File: config.mk
export PLATFORM = sky130hd
export DESIGN_NAME = fsab_mem_bridge
export DESIGN_NICKNAME = d
export VERILOG_FILES = /design/src/verilog/fsab_mem_pkg.sv /design/src/verilog/fsab_req_queue.sv /design/src/verilog/fsab_wdata_queue.sv /design/src/verilog/mem_cmd_issue.sv /design/src/verilog/fsab_resp_path.sv /design/src/verilog/fsab_mem_bridge.sv
export SDC_FILE = /design/constraint.sdc
export NUM_CORES = 2
export LEC_CHECK = 0
export BUFFER_PORTS_ARGS = -buffer_cell sky130_fd_sc_hd__buf_2
export CAP_MARGIN = 20
export CORE_MARGIN = 2
export CORE_UTILIZATION = 32
export CTS_BUF_LIST = sky130_fd_sc_hd__clkbuf_8
export CTS_CLUSTER_DIAMETER = 40
export CTS_CLUSTER_SIZE = 24
export DETAILED_ROUTE_END_ITERATION = 7
export PLACE_DENSITY = 0.55
export SLEW_MARGIN = 20
export SYNTH_ARGS = -nofsm -noshare
export SYNTH_HDL_FRONTEND = slang
export SYNTH_HIERARCHICAL = 1
export SYNTH_SLANG_ARGS = --single-unit
File: constraint.sdc
create_clock -name clk0_tb -period 14.71 [get_ports clk0_tb]
set_input_delay 1.471 -clock clk0_tb [delete_from_list [all_inputs] [get_ports clk0_tb]]
set_output_delay 1.471 -clock clk0_tb [all_outputs]
set_load 0.01 [all_outputs]
File: src/verilog/fsab_mem_pkg.sv
package fsab_mem_pkg;

	// Bus and controller widths
	localparam int FSAB_DATA_W = 64;
	localparam int FSAB_MASK_W = 8;
	localparam int FSAB_DID_W  = 4;
	localparam int FSAB_ADDR_W = 31;
	localparam int FSAB_LEN_W  = 4;

	localparam int FSAB_LEN_MAX         = 8;   // Beats per burst
	localparam int FSAB_INITIAL_CREDITS = 4;   // Request slots on the bus
	localparam int MEM_BYTES_PER_WORD   = 16;  // Two beats per controller word

	// Queue geometry
	localparam int REQ_AW      = $clog2(FSAB_INITIAL_CREDITS);
	localparam int WDATA_DEPTH = FSAB_INITIAL_CREDITS * FSAB_LEN_MAX / 2;
	localparam int WDATA_AW    = $clog2(WDATA_DEPTH);
	localparam int HDR_DEPTH   = 8;
	localparam int HDR_AW      = $clog2(HDR_DEPTH);
	localparam int RDAT_AW     = $clog2(FSAB_LEN_MAX);
	localparam int READS_MAX   = 2;            // Reads in flight toward the bus

	typedef logic [FSAB_DATA_W-1:0]   fsab_data_t;
	typedef logic [FSAB_MASK_W-1:0]   fsab_mask_t;  // Set bit leaves the byte alone
	typedef logic [FSAB_DID_W-1:0]    fsab_did_t;
	typedef logic [FSAB_ADDR_W-1:0]   fsab_addr_t;
	typedef logic [FSAB_LEN_W-1:0]    fsab_len_t;
	typedef logic [2*FSAB_DATA_W-1:0] mem_data_t;
	typedef logic [2*FSAB_MASK_W-1:0] mem_mask_t;

	typedef enum logic {FSAB_READ = 1'b0, FSAB_WRITE = 1'b1} fsab_mode_e;
	typedef enum logic [2:0] {MIG_WRITE = 3'b000, MIG_READ = 3'b001} mem_cmd_e;

	typedef struct packed {
		fsab_mode_e mode;
		fsab_did_t  did;
		fsab_did_t  subdid;
		fsab_addr_t addr;
		fsab_len_t  len;
	} fsab_req_t;

	typedef struct packed {
		mem_data_t data;
		mem_mask_t mask;
	} mem_wword_t;

	typedef struct packed {
		fsab_did_t did;
		fsab_did_t subdid;
		fsab_len_t len;
	} resp_hdr_t;

	// Controller words needed for a burst of len beats
	function automatic fsab_len_t mem_words(fsab_len_t len);
		return fsab_len_t'((len + 5'd1) >> 1);
	endfunction

endpackage

File: src/verilog/fsab_req_queue.sv
`timescale 1ns/1ps

module fsab_req_queue import fsab_mem_pkg::*; (
	input  logic      clk0_tb,
	input  logic      rst0_tb,
	input  logic      fsabo_valid,
	input  fsab_req_t fsabo_req,
	input  logic      req_pop,
	input  logic      word_queued,
	output fsab_req_t req,
	output logic      req_ready,
	output logic      req_start,
	output logic      beat_last
);

	fsab_req_t       req_mem [FSAB_INITIAL_CREDITS];
	logic [REQ_AW-1:0] wptr;
	logic [REQ_AW-1:0] rptr;
	logic [REQ_AW:0] ready_cnt;  // Requests with all data queued
	fsab_len_t       beats_rem;  // Write beats still to come
	logic            hdr_beat;

	assign hdr_beat  = fsabo_valid && beats_rem == '0;
	assign req_start = hdr_beat && fsabo_req.mode == FSAB_WRITE;  // First beat of a write
	assign beat_last = (req_start && fsabo_req.len <= 1) ||
	                   (fsabo_valid && beats_rem == 1);
	assign req_ready = ready_cnt != '0;

	always_ff @(posedge clk0_tb or posedge rst0_tb) begin
		if (rst0_tb) begin
			wptr      <= '0;
			rptr      <= '0;
			ready_cnt <= '0;
			beats_rem <= '0;
		end else begin
			if (req_start && fsabo_req.len > 1)
				beats_rem <= fsabo_req.len - 1'b1;
			else if (fsabo_valid && beats_rem != '0)
				beats_rem <= beats_rem - 1'b1;

			if (hdr_beat)
				wptr <= wptr + 1'b1;
			if (req_pop)
				rptr <= rptr + 1'b1;

			if (word_queued && !req_pop)
				ready_cnt <= ready_cnt + 1'b1;
			else if (!word_queued && req_pop)
				ready_cnt <= ready_cnt - 1'b1;
		end
	end

	always_ff @(posedge clk0_tb) begin
		if (hdr_beat)
			req_mem[wptr] <= fsabo_req;
		if (req_pop)
			req <= req_mem[rptr];  // Visible the cycle after the pop
	end

endmodule

File: src/verilog/fsab_wdata_queue.sv
`timescale 1ns/1ps

module fsab_wdata_queue import fsab_mem_pkg::*; (
	input  logic       clk0_tb,
	input  logic       rst0_tb,
	input  logic       fsabo_valid,
	input  fsab_data_t fsabo_data,
	input  fsab_mask_t fsabo_mask,
	input  logic       req_start,
	input  logic       beat_last,
	input  logic       wdata_pop,
	output mem_wword_t wword,
	output logic       word_queued
);

	mem_wword_t          wd_mem [WDATA_DEPTH];
	logic [WDATA_AW-1:0] wptr;
	logic [WDATA_AW-1:0] rptr;
	fsab_data_t          prev_data;
	fsab_mask_t          prev_mask;
	logic                have_prev;   // Low beat of a pair is held
	logic                in_write;    // Inside the data beats of a write
	logic                write_beat;
	logic                wr_en;
	mem_wword_t          wr_word;

	assign write_beat = req_start || in_write;

	always_comb begin
		wr_en        = 1'b0;
		wr_word.data = {fsabo_data, prev_data};  // Earlier beat goes low
		wr_word.mask = {fsabo_mask, prev_mask};
		if (fsabo_valid && !write_beat) begin
			// A read still takes one word so both queues stay in step
			wr_en        = 1'b1;
			wr_word.mask = '1;
		end else if (fsabo_valid && have_prev) begin
			wr_en = 1'b1;
		end else if (fsabo_valid && beat_last) begin
			wr_en        = 1'b1;                       // Odd final beat
			wr_word.data = {fsabo_data, fsabo_data};
			wr_word.mask = {{FSAB_MASK_W{1'b1}}, fsabo_mask};
		end
	end

	assign word_queued = wr_en && (beat_last || !write_beat);

	always_ff @(posedge clk0_tb or posedge rst0_tb) begin
		if (rst0_tb) begin
			wptr      <= '0;
			rptr      <= '0;
			have_prev <= 1'b0;
			in_write  <= 1'b0;
		end else begin
			if (fsabo_valid) begin
				in_write  <= write_beat && !beat_last;
				have_prev <= write_beat && !have_prev && !beat_last;
			end
			if (wr_en)
				wptr <= wptr + 1'b1;
			if (wdata_pop)
				rptr <= rptr + 1'b1;
		end
	end

	always_ff @(posedge clk0_tb) begin
		if (fsabo_valid) begin
			prev_data <= fsabo_data;
			prev_mask <= fsabo_mask;
		end
		if (wr_en)
			wd_mem[wptr] <= wr_word;
		if (wdata_pop)
			wword <= wd_mem[rptr];
	end

endmodule

File: src/verilog/mem_cmd_issue.sv
`timescale 1ns/1ps

module mem_cmd_issue import fsab_mem_pkg::*; (
	input  logic       clk0_tb,
	input  logic       rst0_tb,
	input  fsab_req_t  req,
	input  logic       req_ready,
	input  mem_wword_t wword,
	input  logic       phy_init_done,
	input  logic       app_af_afull,
	input  logic       app_wdf_afull,
	input  logic       read_credit_ok,
	output logic       req_pop,
	output logic       wdata_pop,
	output logic       app_af_wren,
	output mem_cmd_e   app_af_cmd,
	output fsab_addr_t app_af_addr,
	output logic       app_wdf_wren,
	output mem_wword_t app_wdf_word,
	output logic       hdr_push,
	output resp_hdr_t  hdr,
	output logic       fsabo_credit
);

	logic       cmd_1a;     // Request and first word on the inputs
	logic       wd_1a;      // Further write word on wword
	logic       is_write;
	logic       stall;
	logic       send;
	fsab_len_t  words;
	fsab_len_t  left;       // Words of the burst after the current one
	fsab_len_t  rem_r;
	fsab_addr_t addr_r;

	assign is_write = req.mode == FSAB_WRITE;
	assign words    = mem_words(req.len);

	assign stall = (cmd_1a || wd_1a) &&
	               (app_af_afull || (is_write ? app_wdf_afull : !read_credit_ok));
	assign send  = (cmd_1a || wd_1a) && !stall;

	always_comb begin
		if (!cmd_1a)
			left = rem_r;
		else if (is_write && words > 1)
			left = words - 1'b1;
		else
			left = '0;
	end

	// Only start from an empty stage
	assign req_pop   = req_ready && phy_init_done && !cmd_1a && !wd_1a;
	assign wdata_pop = req_pop || (send && left != '0);

	assign app_af_wren  = cmd_1a && !stall;
	assign app_af_cmd   = is_write ? MIG_WRITE : MIG_READ;
	assign app_af_addr  = cmd_1a ? req.addr : addr_r;
	assign app_wdf_wren = ((cmd_1a && is_write) || wd_1a) && !stall;
	assign app_wdf_word = wword;

	assign hdr_push = app_af_wren && !is_write;  // Reads go on to the response side
	assign hdr      = '{did: req.did, subdid: req.subdid, len: req.len};

	always_ff @(posedge clk0_tb or posedge rst0_tb) begin
		if (rst0_tb) begin
			cmd_1a       <= 1'b0;
			wd_1a        <= 1'b0;
			rem_r        <= '0;
			addr_r       <= '0;
			fsabo_credit <= 1'b0;
		end else begin
			fsabo_credit <= send && left == '0;  // Slot free once the burst is done

			if (req_pop)
				cmd_1a <= 1'b1;
			else if (!stall)
				cmd_1a <= 1'b0;

			if (!stall)
				wd_1a <= send && left != '0;

			if (send) begin
				rem_r  <= (left != '0) ? left - 1'b1 : '0;
				addr_r <= app_af_addr + fsab_addr_t'(MEM_BYTES_PER_WORD);
			end
		end
	end

endmodule

File: src/verilog/fsab_resp_path.sv
`timescale 1ns/1ps

module fsab_resp_path import fsab_mem_pkg::*; (
	input  logic       clk0_tb,
	input  logic       rst0_tb,
	input  logic       hdr_push,
	input  resp_hdr_t  hdr,
	input  logic       rd_data_valid,
	input  mem_data_t  rd_data,
	output logic       read_credit_ok,
	output logic       fsabi_valid,
	output fsab_did_t  fsabi_did,
	output fsab_did_t  fsabi_subdid,
	output fsab_data_t fsabi_data
);

	resp_hdr_t        hdr_mem [HDR_DEPTH];
	logic [HDR_AW:0]  hdr_wptr;
	logic [HDR_AW:0]  hdr_rptr;
	mem_data_t        rd_mem [FSAB_LEN_MAX];
	logic [RDAT_AW:0] rd_wptr;
	logic [RDAT_AW:0] rd_rptr;
	logic [RDAT_AW:0] words_avail;
	resp_hdr_t        head;
	resp_hdr_t        cur;        // Response being sent
	fsab_len_t        need_words;
	fsab_len_t        beats_left;
	mem_data_t        word_r;
	logic             half;       // High beat of word_r is next
	logic             start;
	logic             word_pop;
	logic             last_beat;
	logic [1:0]       credits;

	assign head        = hdr_mem[hdr_rptr[HDR_AW-1:0]];
	assign need_words  = mem_words(head.len);
	assign words_avail = rd_wptr - rd_rptr;

	// Whole response must be buffered, nothing stalls the bus side
	assign start = beats_left == '0 && hdr_wptr != hdr_rptr &&
	               words_avail >= need_words;
	assign word_pop  = start || (half && beats_left > 1);
	assign last_beat = beats_left == 1;

	assign read_credit_ok = credits != '0;
	assign fsabi_did      = cur.did;
	assign fsabi_subdid   = cur.subdid;

	always_ff @(posedge clk0_tb or posedge rst0_tb) begin
		if (rst0_tb) begin
			hdr_wptr    <= '0;
			hdr_rptr    <= '0;
			rd_wptr     <= '0;
			rd_rptr     <= '0;
			beats_left  <= '0;
			half        <= 1'b0;
			fsabi_valid <= 1'b0;
			credits     <= 2'(READS_MAX);
		end else begin
			if (hdr_push)
				hdr_wptr <= hdr_wptr + 1'b1;
			if (rd_data_valid)
				rd_wptr <= rd_wptr + 1'b1;
			if (start)
				hdr_rptr <= hdr_rptr + 1'b1;
			if (word_pop)
				rd_rptr <= rd_rptr + 1'b1;

			if (start) begin
				beats_left <= head.len;
				half       <= 1'b0;
			end else if (beats_left != '0) begin
				beats_left <= beats_left - 1'b1;
				half       <= !half;
			end
			fsabi_valid <= beats_left != '0;

			case ({hdr_push, last_beat})
				2'b10:   credits <= credits - 1'b1;
				2'b01:   credits <= credits + 1'b1;
				default: credits <= credits;
			endcase
		end
	end

	always_ff @(posedge clk0_tb) begin
		if (hdr_push)
			hdr_mem[hdr_wptr[HDR_AW-1:0]] <= hdr;
		if (rd_data_valid)
			rd_mem[rd_wptr[RDAT_AW-1:0]] <= rd_data;
		if (start)
			cur <= head;
		if (word_pop)
			word_r <= rd_mem[rd_rptr[RDAT_AW-1:0]];
		fsabi_data <= half ? word_r[FSAB_DATA_W +: FSAB_DATA_W] : word_r[0 +: FSAB_DATA_W];
	end

endmodule

File: src/verilog/fsab_mem_bridge.sv
`timescale 1ns/1ps

module fsab_mem_bridge import fsab_mem_pkg::*; (
	input  logic       clk0_tb,
	input  logic       rst0_tb,
	input  logic       fsabo_valid,
	input  fsab_req_t  fsabo_req,
	input  fsab_data_t fsabo_data,
	input  fsab_mask_t fsabo_mask,
	output logic       fsabo_credit,
	input  logic       phy_init_done,
	input  logic       app_af_afull,
	input  logic       app_wdf_afull,
	output logic       app_af_wren,
	output mem_cmd_e   app_af_cmd,
	output fsab_addr_t app_af_addr,
	output logic       app_wdf_wren,
	output mem_wword_t app_wdf_word,
	input  logic       rd_data_valid,
	input  mem_data_t  rd_data,
	output logic       fsabi_valid,
	output fsab_did_t  fsabi_did,
	output fsab_did_t  fsabi_subdid,
	output fsab_data_t fsabi_data
);

	fsab_req_t  req;
	mem_wword_t wword;
	resp_hdr_t  hdr;
	logic       req_ready, req_pop, req_start, beat_last;
	logic       wdata_pop, word_queued, hdr_push, read_credit_ok;

	fsab_req_queue u_fsab_req_queue (
		.clk0_tb(clk0_tb), .rst0_tb(rst0_tb), .fsabo_valid(fsabo_valid),
		.fsabo_req(fsabo_req), .req_pop(req_pop), .word_queued(word_queued),
		.req(req), .req_ready(req_ready), .req_start(req_start), .beat_last(beat_last)
	);

	fsab_wdata_queue u_fsab_wdata_queue (
		.clk0_tb(clk0_tb), .rst0_tb(rst0_tb), .fsabo_valid(fsabo_valid),
		.fsabo_data(fsabo_data), .fsabo_mask(fsabo_mask), .req_start(req_start),
		.beat_last(beat_last), .wdata_pop(wdata_pop), .wword(wword),
		.word_queued(word_queued)
	);

	mem_cmd_issue u_mem_cmd_issue (
		.clk0_tb(clk0_tb), .rst0_tb(rst0_tb), .req(req), .req_ready(req_ready),
		.wword(wword), .phy_init_done(phy_init_done), .app_af_afull(app_af_afull),
		.app_wdf_afull(app_wdf_afull), .read_credit_ok(read_credit_ok),
		.req_pop(req_pop), .wdata_pop(wdata_pop), .app_af_wren(app_af_wren),
		.app_af_cmd(app_af_cmd), .app_af_addr(app_af_addr), .app_wdf_wren(app_wdf_wren),
		.app_wdf_word(app_wdf_word), .hdr_push(hdr_push), .hdr(hdr),
		.fsabo_credit(fsabo_credit)
	);

	fsab_resp_path u_fsab_resp_path (
		.clk0_tb(clk0_tb), .rst0_tb(rst0_tb), .hdr_push(hdr_push), .hdr(hdr),
		.rd_data_valid(rd_data_valid), .rd_data(rd_data), .read_credit_ok(read_credit_ok),
		.fsabi_valid(fsabi_valid), .fsabi_did(fsabi_did), .fsabi_subdid(fsabi_subdid),
		.fsabi_data(fsabi_data)
	);

endmodule

; ---- After elaboration in Yosys (flattened, before gate mapping)
; Memory sizes are Yosys's and may differ from the RTL's. A register that Yosys moved wholly into a read port is not among the register bits.
; Cells that the tools add are included.
[word_totals]
input_bits = 251
ramBits = 3600
register_bits = 227
n_memories = 4
[classes]
n_reduce_logical = 61
muxes = 33
n_eq_ne = 6
n_addsub = 21
order_cmp = 5
[mem_list]
columns = memory, words, width, read_ports, rd_ports_with_merged_regs, write_ports, line
row1 = u_fsab_wdata_queue.wd_mem, 16, 144, 1, 1, 1, fsab_wdata_queue.sv:16  ; mem_wword_t wd_mem [WDATA_DEPTH];
row2 = u_fsab_resp_path.rd_mem, 8, 128, 1, 1, 1, fsab_resp_path.sv:20  ; mem_data_t rd_mem [FSAB_LEN_MAX];
row3 = u_fsab_req_queue.req_mem, 4, 44, 1, 1, 1, fsab_req_queue.sv:16  ; fsab_req_t req_mem [FSAB_INITIAL_CREDITS];
row4 = u_fsab_resp_path.hdr_mem, 8, 12, 1, 0, 1, fsab_resp_path.sv:17  ; resp_hdr_t hdr_mem [HDR_DEPTH];
[ops]
columns = op, count
row1 = $mux W80, 2
row2 = $mux W64, 2
row3 = $add A31 B5 Y31 const B, 1
row4 = $mux W31, 1
row5 = $logic_and A1 B1 Y1, 30
row6 = $mux W4, 7
row7 = $add A4 B1 Y4 const B, 6
row8 = $sub A4 B1 Y4 const B, 5
row9 = $mux W1, 17
row10 = $mux W16, 1
row11 = $gt A4 B1 Y1 const B, 3
row12 = $logic_not A4 Y1, 3
row13 = $reduce_bool A4 Y1, 3
row14 = $logic_not A1 Y1, 11
row15 = $add A4 B1 Y5 const B, 2
row16 = $reduce_bool A2 Y1, 5
row17 = $eq A4 B1 Y1 const B, 2
row18 = $logic_or A1 B1 Y1, 8
row19 = $add A2 B1 Y2 const B, 3
row20 = $mux W3, 2
row21 = $ge A4 B4 Y1, 1
row22 = $le A4 B1 Y1 const B, 1
row23 = $ne A4 B4 Y1, 1
row24 = $pmux W2 S2, 1
row25 = other kinds (8), 8

; ---- Logic depth before layout (Yosys ltp)
[logic_depth]
depth_word = 14
mapped_depth = 15
ltp_nobuf = 14

; ---- Modules after synthesis
; Netlist, hierarchy kept.
[by_module_without_submodules]
columns = mod, cells_per_inst, area_each_um2, instances, seq_area_each_um2
row1 = fsab_wdata_queue, 3865, 94795.9, 1, 75922.8
row2 = fsab_resp_path, 2323, 49688.9, 1, 39599.2
row3 = fsab_req_queue, 352, 8446.9, 1, 6881.6
row4 = mem_cmd_issue, 457, 4040.1, 1, 950.9

; ---- Worst setup path after synthesis
; OpenSTA, ideal clock, no wires.
[synth_path]
path_type = input to register
from = in fsabo_req[0] in the netlist's numbering
to = mem u_fsab_wdata_queue/wd_mem[0][0] in the netlist's numbering, enable pin
required_ps = 13711
path_buffers = 0
path_stages = 7
setup_slack_ps = -2369
arrival_time_ps = 16080
cell_sequence = inv_1 ha_1 nor2_1 or3_1 o21ai_0 o31ai_1 nor4_1
[synth_via]
elab_chain_cells = 9
[synth_lines]
columns = item, line
row1 = "start, declared", fsab_mem_bridge.sv:7  ; input fsab_req_t fsabo_req,
row2 = $le A4 B1 Y1, fsab_req_queue.sv:25  ; assign beat_last = (req_start && fsabo_req.len <= 1) ||
row3 = $logic_and A1 B1 Y1, fsab_req_queue.sv:25
row4 = $logic_or A1 B1 Y1, fsab_req_queue.sv:25
row5 = net beat_last, fsab_mem_bridge.sv:30  ; logic req_ready, req_pop, req_start, beat_last;
row6 = $logic_and A1 B1 Y1, fsab_wdata_queue.sv:39  ; end else if (fsabo_valid && beat_last) begin
row7 = $mux W1, fsab_wdata_queue.sv:39
row8 = $mux W1, fsab_wdata_queue.sv:37  ; end else if (fsabo_valid && have_prev) begin
row9 = $mux W1, fsab_wdata_queue.sv:33  ; if (fsabo_valid && !write_beat) begin
row10 = $mux W1, fsab_wdata_queue.sv:71  ; if (wr_en)
row11 = $mux W1 (implied by the code), fsab_wdata_queue.sv:72  ; wd_mem[wptr] <= wr_word;
row12 = "end, declared", fsab_wdata_queue.sv:16
; The timed path passes the listed nets, and every way through them passes these cells.

; ---- Final worst setup path
[layout_path]
from = in fsabo_req[1] in the netlist's numbering
to = mem u_fsab_wdata_queue/wd_mem[8][117] in the netlist's numbering, enable pin
; The elaborated chain is that of the path after synthesis.

==> summary.md <==
| Metric | Value |
|---|---|
| Outcome | `finished, final reports clean` |
| Initial antenna violation count | `115` |
| Switching share of total power | `31.7%` |
| Input/output buffers | `502` |
| Pwr Density | `194 nW/um2` |
| Number of synthesized flops with an enable pin | `3996` |
| DRC violation count after routing | `0` |
| Buffers inserted by post-CTS timing repair | `0` |
| Proportion of synthesized flip-flops having asynchronous set or reset | `2.00%` |
| Placeable core region | `489000 um2` |
| Pin count of the biggest net entering global routing | `152` |
| Arrival time of data at the critical path endpoint | `6750 ps` |
| Critical path launch point type | `input port` |
| Distinct cells, synth | `88` |
| P_leak | `57.1 nW` |
| Remaining antenna violation count | `0` |
| Signed area change from the synthesized netlist to the final layout | `13.8%` |
| Flip-flop and latch count after synthesis | `4143` |
| Type of the worst setup path | `input port to flip-flop` |
| Drt wl/cell | `26.6 um` |
| Clock network latency to the later pin of the worst-skew pair | `1220 ps` |
| Final slew viol count | `0` |
| Reg clk slew, reported paths | `60 ps` |
| Post-synthesis area per instance | `22.4 um2` |
| Number of warnings reported in the yosys synthesis log | `6` |
| Setup clock skew after layout | `161 ps` |
| Most common cell after layout, fill and taps aside | `sky130_fd_sc_hd__edfxtp_1` |
| Count of nets after finishing | `7978` |
| Final-layout fill cell count | `44300` |
| Final Hold Violating Endpoints | `0` |
| CTS tree | `yes` |
| Final Wtd Congestion | `0.724` |
| Count of endpoints failing setup in the final report | `0` |
| Detailed Routing Iterations Pass 1 | `5` |
| RSZ-0062 raised after global routing | `no` |
| Max clock buf depth | `4` |
| Tightest Hold Check Type | `flip-flop to flip-flop` |
| Internal cell power | `23.7 mW` |
| Vias | `72000` |
| Worst ir drop on vdd | `173 uV` |
| Sequential cell fraction of total power | `46.3%` |
| Crit path capture type | `flip-flop` |
| Aggregate global routing overflow | `0` |
| Part of the Yosys area used for sequential elements | `78.6%` |
| Number of vias per cell | `4.91` |
| Share of the clock period used by the worst path after layout | `41.3%` |
| Maximum Capacitance Violations | `0` |
| Clock network power share | `27.5%` |
| Commonest cells after routing, fill and taps aside | `sky130_fd_sc_hd__edfxtp_1 (3996), sky130_fd_sc_hd__mux4_2 (946), sky130_fd_sc_hd__clkbuf_8 (553)` |
| DRC marker count from the first detailed-route iteration | `6283` |
| Least-Margin Pin Slew | `1100 ps` |
| Global-route wire length before repair | `554 mm` |
| Total instance count after detailed placement | `13600` |
| Share of layout cells above drive strength 1 | `33.7%` |
| Ports placed on the boundary | `505` |
| Quantity of hold-fixing buffers added after cts | `0` |
| Detailed-route wire length | `390 mm` |
| Total Die Area | `496000 um2` |
| Via count of the first global-routing pass | `76200` |
| Final cell count without fillers | `14700` |
| Combinational Power Share | `26.2%` |
| Root buf cell | `sky130_fd_sc_hd__clkbuf_8` |
| Post-layout minimum cycle time | `6070 ps` |
| Die outline width | `704 um` |
| Vertical die dimension | `704 um` |
| Number of gates resized after cts | `0` |
| Flop-to-flop setup slack | `8680 ps` |
| CTS H-Tree Depth | `6` |
| Total track usage | `15.3%` |
| Worst Path Required | `15400 ps` |
| Total net switching power | `11.0 mW` |
| Std cell rows | `257` |
| Maximum fanout along the worst path | `42` |
| Clock Sink Count | `4143` |
| Detailed placer's ending HPWL | `211 mm` |
| Max Freq | `0.165 GHz` |
| Initial core utilization | `32.1%` |
| Gate Count Post-Synth | `6997` |
| Number of buffers created by CTS | `539` |
| Sum of negative setup slack | `0 ps` |
| Synth Flop Type | `sky130_fd_sc_hd__edfxtp_1` |
| Slew Limit Headroom | `26.4%` |
| Area of the mapped netlist | `157000 um2` |
## synth_stat cells (12+ instances only)
master | number | area, um2
sky130_fd_sc_hd__nor2_1 | 39 | 146
sky130_fd_sc_hd__a211oi_1 | 66 | 495
sky130_fd_sc_hd__nand2_1 | 479 | 1800
sky130_fd_sc_hd__dfrtp_1 | 82 | 2050
sky130_fd_sc_hd__nor3_1 | 12 | 60.1
sky130_fd_sc_hd__dfxtp_1 | 64 | 1280
sky130_fd_sc_hd__buf_6 | 15 | 169
sky130_fd_sc_hd__buf_2 | 121 | 606
sky130_fd_sc_hd__and2_1 | 13 | 81.3
sky130_fd_sc_hd__mux2_2 | 167 | 1880
sky130_fd_sc_hd__nand3_1 | 25 | 125
sky130_fd_sc_hd__buf_4 | 207 | 1550
sky130_fd_sc_hd__nand2b_1 | 20 | 125
sky130_fd_sc_hd__ha_1 | 33 | 413
sky130_fd_sc_hd__clkbuf_1 | 125 | 469
sky130_fd_sc_hd__nor2b_1 | 70 | 438
sky130_fd_sc_hd__inv_1 | 42 | 158
sky130_fd_sc_hd__o21ai_0 | 21 | 105
sky130_fd_sc_hd__xnor2_1 | 39 | 342
sky130_fd_sc_hd__buf_1 | 16 | 60.1
sky130_fd_sc_hd__o21ai_1 | 14 | 70.1
sky130_fd_sc_hd__o221ai_1 | 24 | 210
sky130_fd_sc_hd__mux4_2 | 946 | 21300
sky130_fd_sc_hd__a21oi_1 | 95 | 475
sky130_fd_sc_hd__mux2i_1 | 117 | 1170
sky130_fd_sc_hd__xor2_1 | 24 | 210
sky130_fd_sc_hd__edfxtp_1 | 3996 | 120000
## metrics by stage
step                utilization, %  cell area, um2  total power [mW]  setup WS (ps)  hold WS [ps]
CTS                           36.5          178000              35.4           8590           274
finish                        36.5          179000              34.7           8640           382
global route                  36.5          179000              36.4           8350           318
detailed placement            34.0          166000              25.7           7490           456
global placement              34.0          166000              25.6           7460           452
floorplan                        -          157000              22.8          -2370           434
## power groups by stage
stage | clock, mW | sequential [mW] | combinational, mW
after floorplan | 0 | 16.0 | 6.78
after global placement | 0 | 16.3 | 9.28
after detailed placement | 0 | 16.4 | 9.35
after CTS | 9.84 | 16.1 | 9.38
after global routing | 10.3 | 16.2 | 9.82
final | 9.54 | 16.1 | 9.09
## routing by layer
metal | global-route usage [%] | vias to the layer above | share of wire (%)
met5 | 0 | - | 0.084
met1 | 19.8 | 38900 | 41
met4 | 3.69 | 54 | 2.2
met3 | 3.13 | 627 | 6.3
met2 | 26.3 | 2137 | 50
li1 | - | 30300 | -
## state kept, by name, summed over array words and instances, names as in the netlist, 64 cells and up
register and cells:
u_fsab_resp_path/fsabi_data 64, u_fsab_wdata_queue/wd_mem 2304, u_fsab_wdata_queue/prev_data 64, u_fsab_req_queue/req_mem 176, u_fsab_resp_path/hdr_mem 96, u_fsab_resp_path/rd_mem 1024, u_fsab_resp_path/word_r 128, u_fsab_wdata_queue/wword 144
## logic make-up after synthesis
logic type	Yosys count	synth area share, %
flops	4143	78.6
mux	1238	15.6
compound gates	267	1.15
other cells	1	0.00239
simple gates	722	2.11
buf+inv	528	1.93
xor+xnor	63	0.352
fa+ha+maj	35	0.289
## final cells by class
cell class / instances / area [um2] / area share (%)
Tap cell: 6475 / 8100 / 4.54
Inverter: 44 / 179 / 0.100
Sequential cell: 4143 / 123000 / 69.1
Timing Repair Buffer: 637 / 3800 / 2.13
Antenna cell: 38 / 95.1 / 0.0532
Clock inverter: 441 / 4610 / 2.58
Multi-Input combinational cell: 2327 / 30800 / 17.2
Clock buffer: 553 / 7610 / 4.26
## worst paths after layout
| kind | start | endpoint | depth (start not counted) |
|---|---|---|---|
| worst max-delay path | fsabo_req[1] | u_fsab_wdata_queue/wd_mem[8][117] | 11 |
| worst min-delay path | u_fsab_resp_path/word_r[14] | u_fsab_resp_path/fsabi_data[14] | 1 |
| worst max register to register | u_fsab_req_queue/beats_rem[0] | u_fsab_wdata_queue/wd_mem[8][117] | 10 |
| worst min register to register | u_fsab_resp_path/word_r[14] | u_fsab_resp_path/fsabi_data[14] | 1 |
| max in group asynchronous | rst0_tb | u_mem_cmd_issue/addr_r[28] | 2 |
| min in group asynchronous | rst0_tb | u_fsab_req_queue/beats_rem[2] | 2 |
## critical path, stage by stage
cell and delay (ps):
sky130_fd_sc_hd__buf_2 190, sky130_fd_sc_hd__inv_1 120, sky130_fd_sc_hd__ha_1 200, sky130_fd_sc_hd__nor2_1 90, sky130_fd_sc_hd__or3_1 340, sky130_fd_sc_hd__o21ai_0 830
sky130_fd_sc_hd__o31ai_1 420, sky130_fd_sc_hd__nor3b_1 550, sky130_fd_sc_hd__and2_4 850, sky130_fd_sc_hd__buf_4 700, sky130_fd_sc_hd__buf_4 810
(Power assumes the default switching activity.)
